[config.mk]
export PLATFORM = sky130hd
export DESIGN_NAME = id_stage
export DESIGN_NICKNAME = d
export VERILOG_FILES = /design/src/id_pkg.sv /design/src/id_decoder.sv /design/src/id_multicycle_fsm.sv /design/src/id_operand_mux.sv /design/src/id_regfile.sv /design/src/id_stage.sv
export SDC_FILE = /design/constraint.sdc
export NUM_CORES = 2
export LEC_CHECK = 0
export BUFFER_PORTS_ARGS = -buffer_cell sky130_fd_sc_hd__buf_2
export CELL_PAD_IN_SITES_DETAIL_PLACEMENT = 0
export CELL_PAD_IN_SITES_GLOBAL_PLACEMENT = 1
export CORE_MARGIN = 1.5
export CORE_UTILIZATION = 23
export CTS_BUF_LIST = sky130_fd_sc_hd__clkbuf_8
export DETAILED_ROUTE_END_ITERATION = 12
export PLACE_DENSITY_LB_ADDON = 0.1
export SYNTH_ARGS = -nofsm -noshare
export SYNTH_HDL_FRONTEND = slang
export SYNTH_HIERARCHICAL = 1
export SYNTH_SLANG_ARGS = --single-unit
export TNS_END_PERCENT = 5
[constraint.sdc]
create_clock -name clk_i -period 2.2 [get_ports clk_i]
set_input_delay 0.11 -clock clk_i [delete_from_list [all_inputs] [get_ports clk_i]]
set_output_delay 0.11 -clock clk_i [all_outputs]
set_load 0.02 [all_outputs]
[src/id_pkg.sv]
`default_nettype none

package id_pkg;

	typedef logic [31:0] xlen_t;
	typedef logic [31:0] instr_t;
	typedef logic [4:0]  reg_addr_t;
	typedef logic [6:0]  opcode_t;

	// Major opcodes, RV32I base set only.
	localparam opcode_t OPCODE_LOAD   = 7'h03;
	localparam opcode_t OPCODE_OP_IMM = 7'h13;
	localparam opcode_t OPCODE_AUIPC  = 7'h17;
	localparam opcode_t OPCODE_STORE  = 7'h23;
	localparam opcode_t OPCODE_OP     = 7'h33;
	localparam opcode_t OPCODE_LUI    = 7'h37;
	localparam opcode_t OPCODE_BRANCH = 7'h63;
	localparam opcode_t OPCODE_JALR   = 7'h67;
	localparam opcode_t OPCODE_JAL    = 7'h6f;

	typedef enum logic [4:0] {
		ALU_ADD  = 5'd0,
		ALU_SUB  = 5'd1,
		ALU_XOR  = 5'd2,
		ALU_OR   = 5'd3,
		ALU_AND  = 5'd4,
		ALU_SRA  = 5'd5,
		ALU_SRL  = 5'd6,
		ALU_SLL  = 5'd7,
		ALU_LT   = 5'd8,
		ALU_LTU  = 5'd9,
		ALU_GE   = 5'd10,
		ALU_GEU  = 5'd11,
		ALU_EQ   = 5'd12,
		ALU_NE   = 5'd13,
		ALU_SLT  = 5'd14,
		ALU_SLTU = 5'd15
	} alu_op_e;

	typedef enum logic [1:0] {
		OP_A_REG_A  = 2'd0,
		OP_A_CURRPC = 2'd2,
		OP_A_ZERO   = 2'd3
	} op_a_sel_e;

	typedef enum logic [0:0] {
		OP_B_REG_B = 1'b0,
		OP_B_IMM   = 1'b1
	} op_b_sel_e;

	typedef enum logic [2:0] {
		IMM_B_I       = 3'd0,
		IMM_B_S       = 3'd1,
		IMM_B_B       = 3'd2,
		IMM_B_U       = 3'd3,
		IMM_B_J       = 3'd4,
		IMM_B_INCR_PC = 3'd5
	} imm_b_sel_e;

	typedef enum logic [0:0] {
		RF_WD_LSU = 1'b0,
		RF_WD_EX  = 1'b1
	} rf_wd_sel_e;

	typedef logic [1:0] data_type_t;

	localparam data_type_t DATA_WORD = 2'b00;
	localparam data_type_t DATA_HALF = 2'b01;
	localparam data_type_t DATA_BYTE = 2'b10;

	typedef enum logic [0:0] {
		IDLE            = 1'b0,
		WAIT_MULTICYCLE = 1'b1
	} id_fsm_e;

	localparam xlen_t PC_INCR = 32'd4;

endpackage

`default_nettype wire

[src/id_decoder.sv]
`timescale 1ns/1ps
`default_nettype none

module id_decoder (
	input  id_pkg::instr_t     instr_rdata_i,
	output logic               illegal_o,
	output id_pkg::reg_addr_t  raddr_a_o,
	output id_pkg::reg_addr_t  raddr_b_o,
	output id_pkg::reg_addr_t  waddr_o,
	output logic               rf_we_o,
	output id_pkg::rf_wd_sel_e wdata_sel_o,
	output id_pkg::alu_op_e    alu_operator_o,
	output id_pkg::op_a_sel_e  op_a_sel_o,
	output id_pkg::op_b_sel_e  op_b_sel_o,
	output id_pkg::imm_b_sel_e imm_b_sel_o,
	output id_pkg::xlen_t      imm_i_o,
	output id_pkg::xlen_t      imm_s_o,
	output id_pkg::xlen_t      imm_b_o,
	output id_pkg::xlen_t      imm_u_o,
	output id_pkg::xlen_t      imm_j_o,
	output logic               data_req_o,
	output logic               data_we_o,
	output id_pkg::data_type_t data_type_o,
	output logic               data_sign_ext_o,
	output logic               branch_o,
	output logic               jump_o
);
	import id_pkg::*;

	opcode_t    opcode;
	logic [2:0] funct3;
	logic [6:0] funct7;
	instr_t     instr;

	assign instr  = instr_rdata_i;
	assign opcode = instr[6:0];
	assign funct3 = instr[14:12];
	assign funct7 = instr[31:25];

	assign raddr_a_o = instr[19:15];
	assign raddr_b_o = instr[24:20];
	assign waddr_o   = instr[11:7];

	assign imm_i_o = {{20{instr[31]}}, instr[31:20]};
	assign imm_s_o = {{20{instr[31]}}, instr[31:25], instr[11:7]};
	assign imm_b_o = {{19{instr[31]}}, instr[31], instr[7], instr[30:25], instr[11:8], 1'b0};
	assign imm_u_o = {instr[31:12], 12'b0};
	assign imm_j_o = {{12{instr[31]}}, instr[19:12], instr[20], instr[30:21], 1'b0};

	always_comb begin
		illegal_o       = 1'b0;
		rf_we_o         = 1'b0;
		wdata_sel_o     = RF_WD_EX;
		alu_operator_o  = ALU_ADD;
		op_a_sel_o      = OP_A_REG_A;
		op_b_sel_o      = OP_B_IMM;
		imm_b_sel_o     = IMM_B_I;
		data_req_o      = 1'b0;
		data_we_o       = 1'b0;
		data_type_o     = DATA_WORD;
		data_sign_ext_o = 1'b0;
		branch_o        = 1'b0;
		jump_o          = 1'b0;

		case (opcode)
			OPCODE_LUI: begin
				op_a_sel_o  = OP_A_ZERO;
				imm_b_sel_o = IMM_B_U;
				rf_we_o     = 1'b1;
			end
			OPCODE_AUIPC: begin
				op_a_sel_o  = OP_A_CURRPC;
				imm_b_sel_o = IMM_B_U;
				rf_we_o     = 1'b1;
			end
			// Return address is PC + 4, formed by the ALU.
			OPCODE_JAL, OPCODE_JALR: begin
				op_a_sel_o  = OP_A_CURRPC;
				imm_b_sel_o = IMM_B_INCR_PC;
				rf_we_o     = 1'b1;
				jump_o      = 1'b1;
				illegal_o   = (opcode == OPCODE_JALR) && (funct3 != 3'b000);
			end
			OPCODE_BRANCH: begin
				op_b_sel_o  = OP_B_REG_B;
				imm_b_sel_o = IMM_B_B;
				branch_o    = 1'b1;
				case (funct3)
					3'b000:  alu_operator_o = ALU_EQ;
					3'b001:  alu_operator_o = ALU_NE;
					3'b100:  alu_operator_o = ALU_LT;
					3'b101:  alu_operator_o = ALU_GE;
					3'b110:  alu_operator_o = ALU_LTU;
					3'b111:  alu_operator_o = ALU_GEU;
					default: illegal_o = 1'b1;
				endcase
			end
			OPCODE_LOAD: begin
				data_req_o      = 1'b1;
				rf_we_o         = 1'b1;
				wdata_sel_o     = RF_WD_LSU;
				data_sign_ext_o = ~funct3[2];
				case (funct3)
					3'b000, 3'b100: data_type_o = DATA_BYTE;
					3'b001, 3'b101: data_type_o = DATA_HALF;
					3'b010:         data_type_o = DATA_WORD;
					default:        illegal_o = 1'b1;
				endcase
			end
			OPCODE_STORE: begin
				data_req_o  = 1'b1;
				data_we_o   = 1'b1;
				imm_b_sel_o = IMM_B_S;
				case (funct3)
					3'b000:  data_type_o = DATA_BYTE;
					3'b001:  data_type_o = DATA_HALF;
					3'b010:  data_type_o = DATA_WORD;
					default: illegal_o = 1'b1;
				endcase
			end
			OPCODE_OP_IMM: begin
				rf_we_o = 1'b1;
				case (funct3)
					3'b000: alu_operator_o = ALU_ADD;
					3'b010: alu_operator_o = ALU_SLT;
					3'b011: alu_operator_o = ALU_SLTU;
					3'b100: alu_operator_o = ALU_XOR;
					3'b110: alu_operator_o = ALU_OR;
					3'b111: alu_operator_o = ALU_AND;
					3'b001: begin
						alu_operator_o = ALU_SLL;
						illegal_o      = (funct7 != 7'b0000000);
					end
					default: begin
						if (funct7 == 7'b0000000) begin
							alu_operator_o = ALU_SRL;
						end else if (funct7 == 7'b0100000) begin
							alu_operator_o = ALU_SRA;
						end else begin
							illegal_o = 1'b1;
						end
					end
				endcase
			end
			OPCODE_OP: begin
				rf_we_o    = 1'b1;
				op_b_sel_o = OP_B_REG_B;
				case ({funct7, funct3})
					{7'b0000000, 3'b000}: alu_operator_o = ALU_ADD;
					{7'b0100000, 3'b000}: alu_operator_o = ALU_SUB;
					{7'b0000000, 3'b001}: alu_operator_o = ALU_SLL;
					{7'b0000000, 3'b010}: alu_operator_o = ALU_SLT;
					{7'b0000000, 3'b011}: alu_operator_o = ALU_SLTU;
					{7'b0000000, 3'b100}: alu_operator_o = ALU_XOR;
					{7'b0000000, 3'b101}: alu_operator_o = ALU_SRL;
					{7'b0100000, 3'b101}: alu_operator_o = ALU_SRA;
					{7'b0000000, 3'b110}: alu_operator_o = ALU_OR;
					{7'b0000000, 3'b111}: alu_operator_o = ALU_AND;
					default:              illegal_o = 1'b1;
				endcase
			end
			default: illegal_o = 1'b1;
		endcase

		// Nothing of an illegal word may take effect.
		if (illegal_o) begin
			rf_we_o    = 1'b0;
			data_req_o = 1'b0;
			data_we_o  = 1'b0;
			branch_o   = 1'b0;
			jump_o     = 1'b0;
		end
	end

endmodule

`default_nettype wire

[src/id_multicycle_fsm.sv]
`timescale 1ns/1ps
`default_nettype none

module id_multicycle_fsm (
	input  logic clk_i,
	input  logic rst_ni,
	input  logic instr_new_i,
	input  logic data_req_dec_i,
	input  logic branch_dec_i,
	input  logic jump_dec_i,
	input  logic rf_we_dec_i,
	input  logic illegal_i,
	input  logic branch_decision_i,
	input  logic ex_valid_i,
	input  logic lsu_valid_i,
	input  logic lsu_load_err_i,
	output logic rf_we_o,
	output logic data_req_o,
	output logic ready_o,
	output logic branch_set_o,
	output logic instr_ret_o
);
	import id_pkg::*;

	id_fsm_e state_q;
	id_fsm_e state_d;
	logic    done_q;
	logic    done_d;
	logic    branch_set_d;
	logic    instr_multicycle;
	logic    instr_executing;
	logic    rf_we_wb;
	logic    stall;

	assign instr_multicycle = data_req_dec_i | branch_dec_i | jump_dec_i;

	// A multicycle instruction keeps executing until its done flag is set.
	assign instr_executing = instr_new_i | (instr_multicycle & ~done_q);

	always_comb begin
		state_d      = state_q;
		done_d       = done_q;
		rf_we_wb     = 1'b0;
		stall        = 1'b0;
		branch_set_d = 1'b0;
		instr_ret_o  = 1'b0;

		case (state_q)
			IDLE: begin
				if (instr_new_i) begin
					if (illegal_i) begin
						done_d = 1'b1;
					end else if (data_req_dec_i | jump_dec_i) begin
						state_d = WAIT_MULTICYCLE;
						stall   = 1'b1;
						done_d  = 1'b0;
					end else if (branch_dec_i) begin
						state_d      = branch_decision_i ? WAIT_MULTICYCLE : IDLE;
						stall        = branch_decision_i;
						done_d       = ~branch_decision_i;
						branch_set_d = branch_decision_i;
						instr_ret_o  = ~branch_decision_i;
					end else begin
						done_d      = 1'b1;
						instr_ret_o = 1'b1;
					end
				end
			end
			WAIT_MULTICYCLE: begin
				if ((data_req_dec_i & lsu_valid_i) | (~data_req_dec_i & ex_valid_i)) begin
					state_d     = IDLE;
					done_d      = 1'b1;
					rf_we_wb    = rf_we_dec_i & ~(data_req_dec_i & lsu_load_err_i);
					instr_ret_o = 1'b1;
				end else begin
					stall = 1'b1;
				end
			end
		endcase
	end

	always_ff @(posedge clk_i or negedge rst_ni) begin
		if (!rst_ni) begin
			state_q      <= IDLE;
			done_q       <= 1'b1;
			branch_set_o <= 1'b0;
		end else begin
			state_q      <= state_d;
			done_q       <= done_d;
			branch_set_o <= branch_set_d;
		end
	end

	// Multicycle instructions write back only when they complete.
	assign rf_we_o    = ~illegal_i & instr_executing &
	                    (instr_multicycle ? rf_we_wb : rf_we_dec_i);
	assign data_req_o = ~illegal_i & instr_executing & data_req_dec_i;
	assign ready_o    = ~stall;

endmodule

`default_nettype wire

[src/id_operand_mux.sv]
`timescale 1ns/1ps
`default_nettype none

module id_operand_mux (
	input  id_pkg::op_a_sel_e  op_a_sel_i,
	input  id_pkg::op_b_sel_e  op_b_sel_i,
	input  id_pkg::imm_b_sel_e imm_b_sel_i,
	input  id_pkg::xlen_t      imm_i_i,
	input  id_pkg::xlen_t      imm_s_i,
	input  id_pkg::xlen_t      imm_b_i,
	input  id_pkg::xlen_t      imm_u_i,
	input  id_pkg::xlen_t      imm_j_i,
	input  id_pkg::xlen_t      rdata_a_i,
	input  id_pkg::xlen_t      rdata_b_i,
	input  id_pkg::xlen_t      pc_i,
	output id_pkg::xlen_t      operand_a_o,
	output id_pkg::xlen_t      operand_b_o
);
	import id_pkg::*;

	xlen_t imm_b;

	always_comb begin
		case (op_a_sel_i)
			OP_A_CURRPC: operand_a_o = pc_i;
			OP_A_ZERO:   operand_a_o = '0;
			default:     operand_a_o = rdata_a_i;
		endcase
	end

	always_comb begin
		case (imm_b_sel_i)
			IMM_B_I: imm_b = imm_i_i;
			IMM_B_S: imm_b = imm_s_i;
			IMM_B_B: imm_b = imm_b_i;
			IMM_B_U: imm_b = imm_u_i;
			IMM_B_J: imm_b = imm_j_i;
			default: imm_b = PC_INCR;
		endcase
	end

	assign operand_b_o = (op_b_sel_i == OP_B_IMM) ? imm_b : rdata_b_i;

endmodule

`default_nettype wire

[src/id_regfile.sv]
`timescale 1ns/1ps
`default_nettype none

module id_regfile (
	input  logic               clk_i,
	input  logic               rst_ni,
	input  id_pkg::reg_addr_t  raddr_a_i,
	input  id_pkg::reg_addr_t  raddr_b_i,
	input  id_pkg::reg_addr_t  waddr_i,
	input  logic               we_i,
	input  id_pkg::rf_wd_sel_e wdata_sel_i,
	input  id_pkg::xlen_t      wdata_ex_i,
	input  id_pkg::xlen_t      wdata_lsu_i,
	output id_pkg::xlen_t      rdata_a_o,
	output id_pkg::xlen_t      rdata_b_o
);
	import id_pkg::*;

	// Only x1 to x31 are stored.
	xlen_t mem_q [1:31];
	xlen_t wdata;

	assign wdata = (wdata_sel_i == RF_WD_LSU) ? wdata_lsu_i : wdata_ex_i;

	always_ff @(posedge clk_i or negedge rst_ni) begin
		if (!rst_ni) begin
			for (int i = 1; i < 32; i++) begin
				mem_q[i] <= '0;
			end
		end else if (we_i && (waddr_i != 5'd0)) begin
			mem_q[waddr_i] <= wdata;
		end
	end

	assign rdata_a_o = (raddr_a_i == 5'd0) ? '0 : mem_q[raddr_a_i];
	assign rdata_b_o = (raddr_b_i == 5'd0) ? '0 : mem_q[raddr_b_i];

endmodule

`default_nettype wire

[src/id_stage.sv]
`timescale 1ns/1ps
`default_nettype none

module id_stage (
	input  logic               clk_i,
	input  logic               rst_ni,
	input  logic               instr_valid_i,
	input  logic               instr_new_i,
	input  id_pkg::instr_t     instr_rdata_i,
	input  id_pkg::xlen_t      pc_id_i,
	input  logic               branch_decision_i,
	input  logic               ex_valid_i,
	input  logic               lsu_valid_i,
	input  logic               lsu_load_err_i,
	input  id_pkg::xlen_t      regfile_wdata_ex_i,
	input  id_pkg::xlen_t      regfile_wdata_lsu_i,
	output logic               illegal_insn_o,
	output logic               id_in_ready_o,
	output logic               branch_set_o,
	output logic               instr_ret_o,
	output id_pkg::alu_op_e    alu_operator_o,
	output id_pkg::xlen_t      alu_operand_a_o,
	output id_pkg::xlen_t      alu_operand_b_o,
	output logic               data_req_o,
	output logic               data_we_o,
	output id_pkg::data_type_t data_type_o,
	output logic               data_sign_ext_o,
	output id_pkg::xlen_t      data_wdata_o
);
	import id_pkg::*;

	logic       illegal_dec;
	reg_addr_t  raddr_a;
	reg_addr_t  raddr_b;
	reg_addr_t  waddr;
	logic       rf_we_dec;
	logic       rf_we;
	rf_wd_sel_e wdata_sel;
	op_a_sel_e  op_a_sel;
	op_b_sel_e  op_b_sel;
	imm_b_sel_e imm_b_sel;
	xlen_t      imm_i;
	xlen_t      imm_s;
	xlen_t      imm_b;
	xlen_t      imm_u;
	xlen_t      imm_j;
	xlen_t      rdata_a;
	xlen_t      rdata_b;
	logic       data_req_dec;
	logic       branch_dec;
	logic       jump_dec;

	id_decoder decoder_i (
		.instr_rdata_i   (instr_rdata_i),
		.illegal_o       (illegal_dec),
		.raddr_a_o       (raddr_a),
		.raddr_b_o       (raddr_b),
		.waddr_o         (waddr),
		.rf_we_o         (rf_we_dec),
		.wdata_sel_o     (wdata_sel),
		.alu_operator_o  (alu_operator_o),
		.op_a_sel_o      (op_a_sel),
		.op_b_sel_o      (op_b_sel),
		.imm_b_sel_o     (imm_b_sel),
		.imm_i_o         (imm_i),
		.imm_s_o         (imm_s),
		.imm_b_o         (imm_b),
		.imm_u_o         (imm_u),
		.imm_j_o         (imm_j),
		.data_req_o      (data_req_dec),
		.data_we_o       (data_we_o),
		.data_type_o     (data_type_o),
		.data_sign_ext_o (data_sign_ext_o),
		.branch_o        (branch_dec),
		.jump_o          (jump_dec)
	);

	id_regfile regfile_i (
		.clk_i       (clk_i),
		.rst_ni      (rst_ni),
		.raddr_a_i   (raddr_a),
		.raddr_b_i   (raddr_b),
		.waddr_i     (waddr),
		.we_i        (rf_we),
		.wdata_sel_i (wdata_sel),
		.wdata_ex_i  (regfile_wdata_ex_i),
		.wdata_lsu_i (regfile_wdata_lsu_i),
		.rdata_a_o   (rdata_a),
		.rdata_b_o   (rdata_b)
	);

	id_operand_mux operand_mux_i (
		.op_a_sel_i  (op_a_sel),
		.op_b_sel_i  (op_b_sel),
		.imm_b_sel_i (imm_b_sel),
		.imm_i_i     (imm_i),
		.imm_s_i     (imm_s),
		.imm_b_i     (imm_b),
		.imm_u_i     (imm_u),
		.imm_j_i     (imm_j),
		.rdata_a_i   (rdata_a),
		.rdata_b_i   (rdata_b),
		.pc_i        (pc_id_i),
		.operand_a_o (alu_operand_a_o),
		.operand_b_o (alu_operand_b_o)
	);

	// Decode of a stale word is not an illegal instruction.
	assign illegal_insn_o = instr_valid_i & illegal_dec;

	id_multicycle_fsm fsm_i (
		.clk_i             (clk_i),
		.rst_ni            (rst_ni),
		.instr_new_i       (instr_new_i),
		.data_req_dec_i    (data_req_dec),
		.branch_dec_i      (branch_dec),
		.jump_dec_i        (jump_dec),
		.rf_we_dec_i       (rf_we_dec),
		.illegal_i         (illegal_insn_o),
		.branch_decision_i (branch_decision_i),
		.ex_valid_i        (ex_valid_i),
		.lsu_valid_i       (lsu_valid_i),
		.lsu_load_err_i    (lsu_load_err_i),
		.rf_we_o           (rf_we),
		.data_req_o        (data_req_o),
		.ready_o           (id_in_ready_o),
		.branch_set_o      (branch_set_o),
		.instr_ret_o       (instr_ret_o)
	);

	assign data_wdata_o = rdata_b;

endmodule

`default_nettype wire

==> reports/results.txt <==
Bufs and invs on worst path = 2
Mapped Cells = 5430
Setup tns final = -267400 ps
Die area = 243000 um^2
Met1 GRT Util = 29.8%
# rows = 179
Failing checks = setup timing
Prevailing post-synth register cell = dfrtp_1
Maximum vdd drop = 0.475 mV
Count of final hold-check violations = 0
Global route overflow = 0
Drt first pass iters = 7
Initial antenna violation count = 14
Critical path peak fanout = 3
Syn avg cell area = 10.2 um^2
Longest Clk Path Bufs = 3
H-tree levels = 4
Post-DRT Antenna Nets = 0
PD cells = 595 nW/um^2
Crit path setup slack, layout = -874 ps
Unrepaired setup endpoints after global routing = yes
CTS root buf = clkbuf_8
Pins Over Slew Limit = 0
Setup Skew = 67.6 ps
Post-route DRC = 0
Core ar. = 239000 um^2
HP Class = primary input to register
First-pass GRT wire length = 372000 um
Sequential Area = 24900 um^2
CTS tree = built
Final worst path period share = 140%
CP endpoint kind = output pin
Share of cells above drive strength 1 = 33.8%
RePlAce Congestion = 0.807
Synth Register Bits = 995
Initial DRC count = 3310
Multi-input logic area = 28400 um^2
Critical Path, Cell by Cell = mux4_2 > mux2_4 > nand2_2 > nand4_1 > inv_1 > o21ai_2 > buf_6
Clk slew on worst S/H paths = 60 ps
IO Pins = 246
Area Growth Syn to Fin = 34.0%
Global routing usage on met2 = 35.2%
CP Launch Type = register
CP max-delay cell = mux4_2
Post-detail-place hpwl = 185000 um
Max cap viols = 0
Critical Setup Path Class = register to output pin
Synth cell types = 68
Buffers on Ports = 244
CP Data Required Time = 2090 ps
Status = finished with violations
Crit path time final = 3070 ps
Post-synth EDFFs = 0
Crit path DAT = 2960 ps
Gr usage total = 21.4%
Post-Layout Cell Count = 9476
Rel. slew slack = 18.6%
Final Setup Violations = 1061
Die boundary width = 493 um
Clock Latency Late Sink = 1010 ps
WL/cell = 27.6 um
Ys async rst share = 100%
Filler instances = 24600
Delay-heaviest family, CP = multiplexers
Via Count = 45700
Die height = 493 um
Largest stage delay, worst path = 480 ps
Starting Density = 23.2%
# placed instances = 9003
WL final = 262000 um
Largest net degree at the start of global routing = 110
Vias in the first global route = 47100
Nets = 6292
Total CTS buffers = 195
Slew at the pin closest to its max-slew limit = 1220 ps
Post-synthesis sequential area ratio = 45.0%
DR vias/cell = 4.82
Leakage = 32.7 nW
Synthesis Warnings = 6
Met3 Usage GRT = 2.88%
Cell Area, Synth = 55300 um^2
Max Clk Rate = 325 MHz
Clk sink count = 995
Most Crowded Layer GR = met2
## worst paths after layout
kind / start / end / slack [ps] / cells after the start
max: regfile_i/mem_q[487] / alu_operand_a_o[7] / -870 / 7
min: regfile_wdata_lsu_i[30] / regfile_i/mem_q[94] / 190 / 5
max reg2reg: fsm_i/state_q / regfile_i/mem_q[621] / -150 / 9
min reg2reg: regfile_i/mem_q[655] / regfile_i/mem_q[655] / 500 / 2
max in group asynchronous: rst_ni / regfile_i/mem_q[976] / 980 / 6
min in group asynchronous: rst_ni / regfile_i/mem_q[249] / 270 / 4
## worst reg2reg max path: cells and delay by family, from the launching register on
| kind | cells | cell delay, ps |
|---|---|---|
| AND/OR/NAND/NOR | 5 | 1170 |
| buffers and inverters | 2 | 430 |
| flip-flops | 1 | 380 |
| AO/OA/AOI/OAI | 2 | 240 |
## routing by layer
layer / vias up / part of all wire, % / wire, um
met4: 2 / 1.8 / 4840
met5: - / 0.0050 / 13
met2: 973 / 47 / 124000
met3: 282 / 3.8 / 9970
li1: 20900 / - / -
met1: 23500 / 47 / 124000
## timing repair
item / in CTS / in global routing
resized for setup: 270 / 168
pin swaps: 99 / 57
buffers inserted: 42 / 21
setup endpoints to repair: 892 / 1092
hold endpoints to repair: 1990 / 0
hold buffers: 84 / 0
## layout by cell type, fill, tap and decap left out, types with 21 or more instances in the layout
| cell | netlist | routed |
|---|---|---|
| a211oi_2 | 0 | 47 |
| a21oi_1 | 534 | 528 |
| a221o_1 | 24 | 24 |
| a22oi_1 | 57 | 55 |
| buf_12 | 4 | 245 |
| buf_2 | 113 | 171 |
| buf_4 | 203 | 641 |
| buf_6 | 10 | 80 |
| clkbuf_8 | 0 | 258 |
| dfrtp_1 | 994 | 993 |
| dlygate4sd3_1 | 0 | 83 |
| inv_1 | 49 | 93 |
| mux2_2 | 50 | 39 |
| mux2i_1 | 352 | 307 |
| mux2i_2 | 0 | 33 |
| mux4_2 | 351 | 351 |
| nand2_1 | 599 | 579 |
| nand2b_1 | 39 | 27 |
| nand3_1 | 43 | 41 |
| nor2_1 | 607 | 594 |
| nor2b_1 | 46 | 29 |
| nor4_4 | 0 | 21 |
| o211ai_1 | 43 | 43 |
| o21ai_0 | 525 | 508 |
| o22a_1 | 45 | 45 |
| o22ai_1 | 101 | 94 |
## layout make-up
type                       instances  share of cell area [%]
clock inverter                    86                   0.718
clock buffer                     257                    4.78
timing repair buffer            1230                    16.8
tap                             3167                    5.35
multi-input combinational       3685                    38.4
sequential                       995                    33.6
inverter                          49                   0.259
antenna                            7                  0.0237
## sequential cells by signal, summed over array words and instances (netlist names)
| signal | flops |
|---|---|
| fsm_i/branch_set_o | 1 |
| regfile_i/mem_q | 992 |
| fsm_i/done_q | 1 |
| fsm_i/state_q | 1 |
## per-stage QoR
stage	setup slack, ps	hold WS, ps	utilization [%]	power [mW]	cell area (um^2)
after floorplan	-1090	-186	-	20.9	55500
after global placement	-1410	53.0	28.1	24.1	67000
after detailed placement	-1440	58.4	28.1	24.1	67000
after CTS	-1070	49.9	30.7	44.8	73300
after global routing	-1010	137	31.0	45.9	74000
final	-874	194	31.0	44.1	74100
## power by group
| part | switching, mW | total (mW) | internal (mW) |
|---|---|---|---|
| sequential | 0.0194 | 18.4 | 18.3 |
| clock | 9.26 | 19.9 | 10.6 |
| combinational | 3.51 | 5.85 | 2.34 |
| total | 12.8 | 44.1 | 31.3 |
## synthesized netlist by cell type (45+ instances only)
cell type,n,area share [%]
a21oi_1,534,4.8
o21ai_0,525,4.8
nand2_1,599,4.1
o22a_1,45,0.71
inv_1,49,0.33
a211oi_1,61,0.83
dfrtp_1,994,45
a22oi_1,57,0.77
nor2b_1,46,0.52
buf_2,113,1.0
clkbuf_1,365,2.5
mux2_2,50,1.0
mux2i_1,352,6.4
o22ai_1,101,1.1
nor2_1,607,4.1
mux4_2,351,14
buf_4,203,2.8
## cells by family (layout without fill, tap and decap cells)
logic type / count (synthesis) / after routing / share of synthesized area (%)
AO/OA/AOI/OAI: 1468 / 1468 / 15.2
XOR/XNOR: 1 / 1 / 0.0158
buffers and inverters: 764 / 1622 / 7.08
flip-flops: 995 / 995 / 45.0
multiplexers: 755 / 755 / 21.7
other: 1 / 22 / 0.00678
AND/OR/NAND/NOR: 1446 / 1446 / 10.9
No activity file was read; power rests on OpenSTA's default activity.
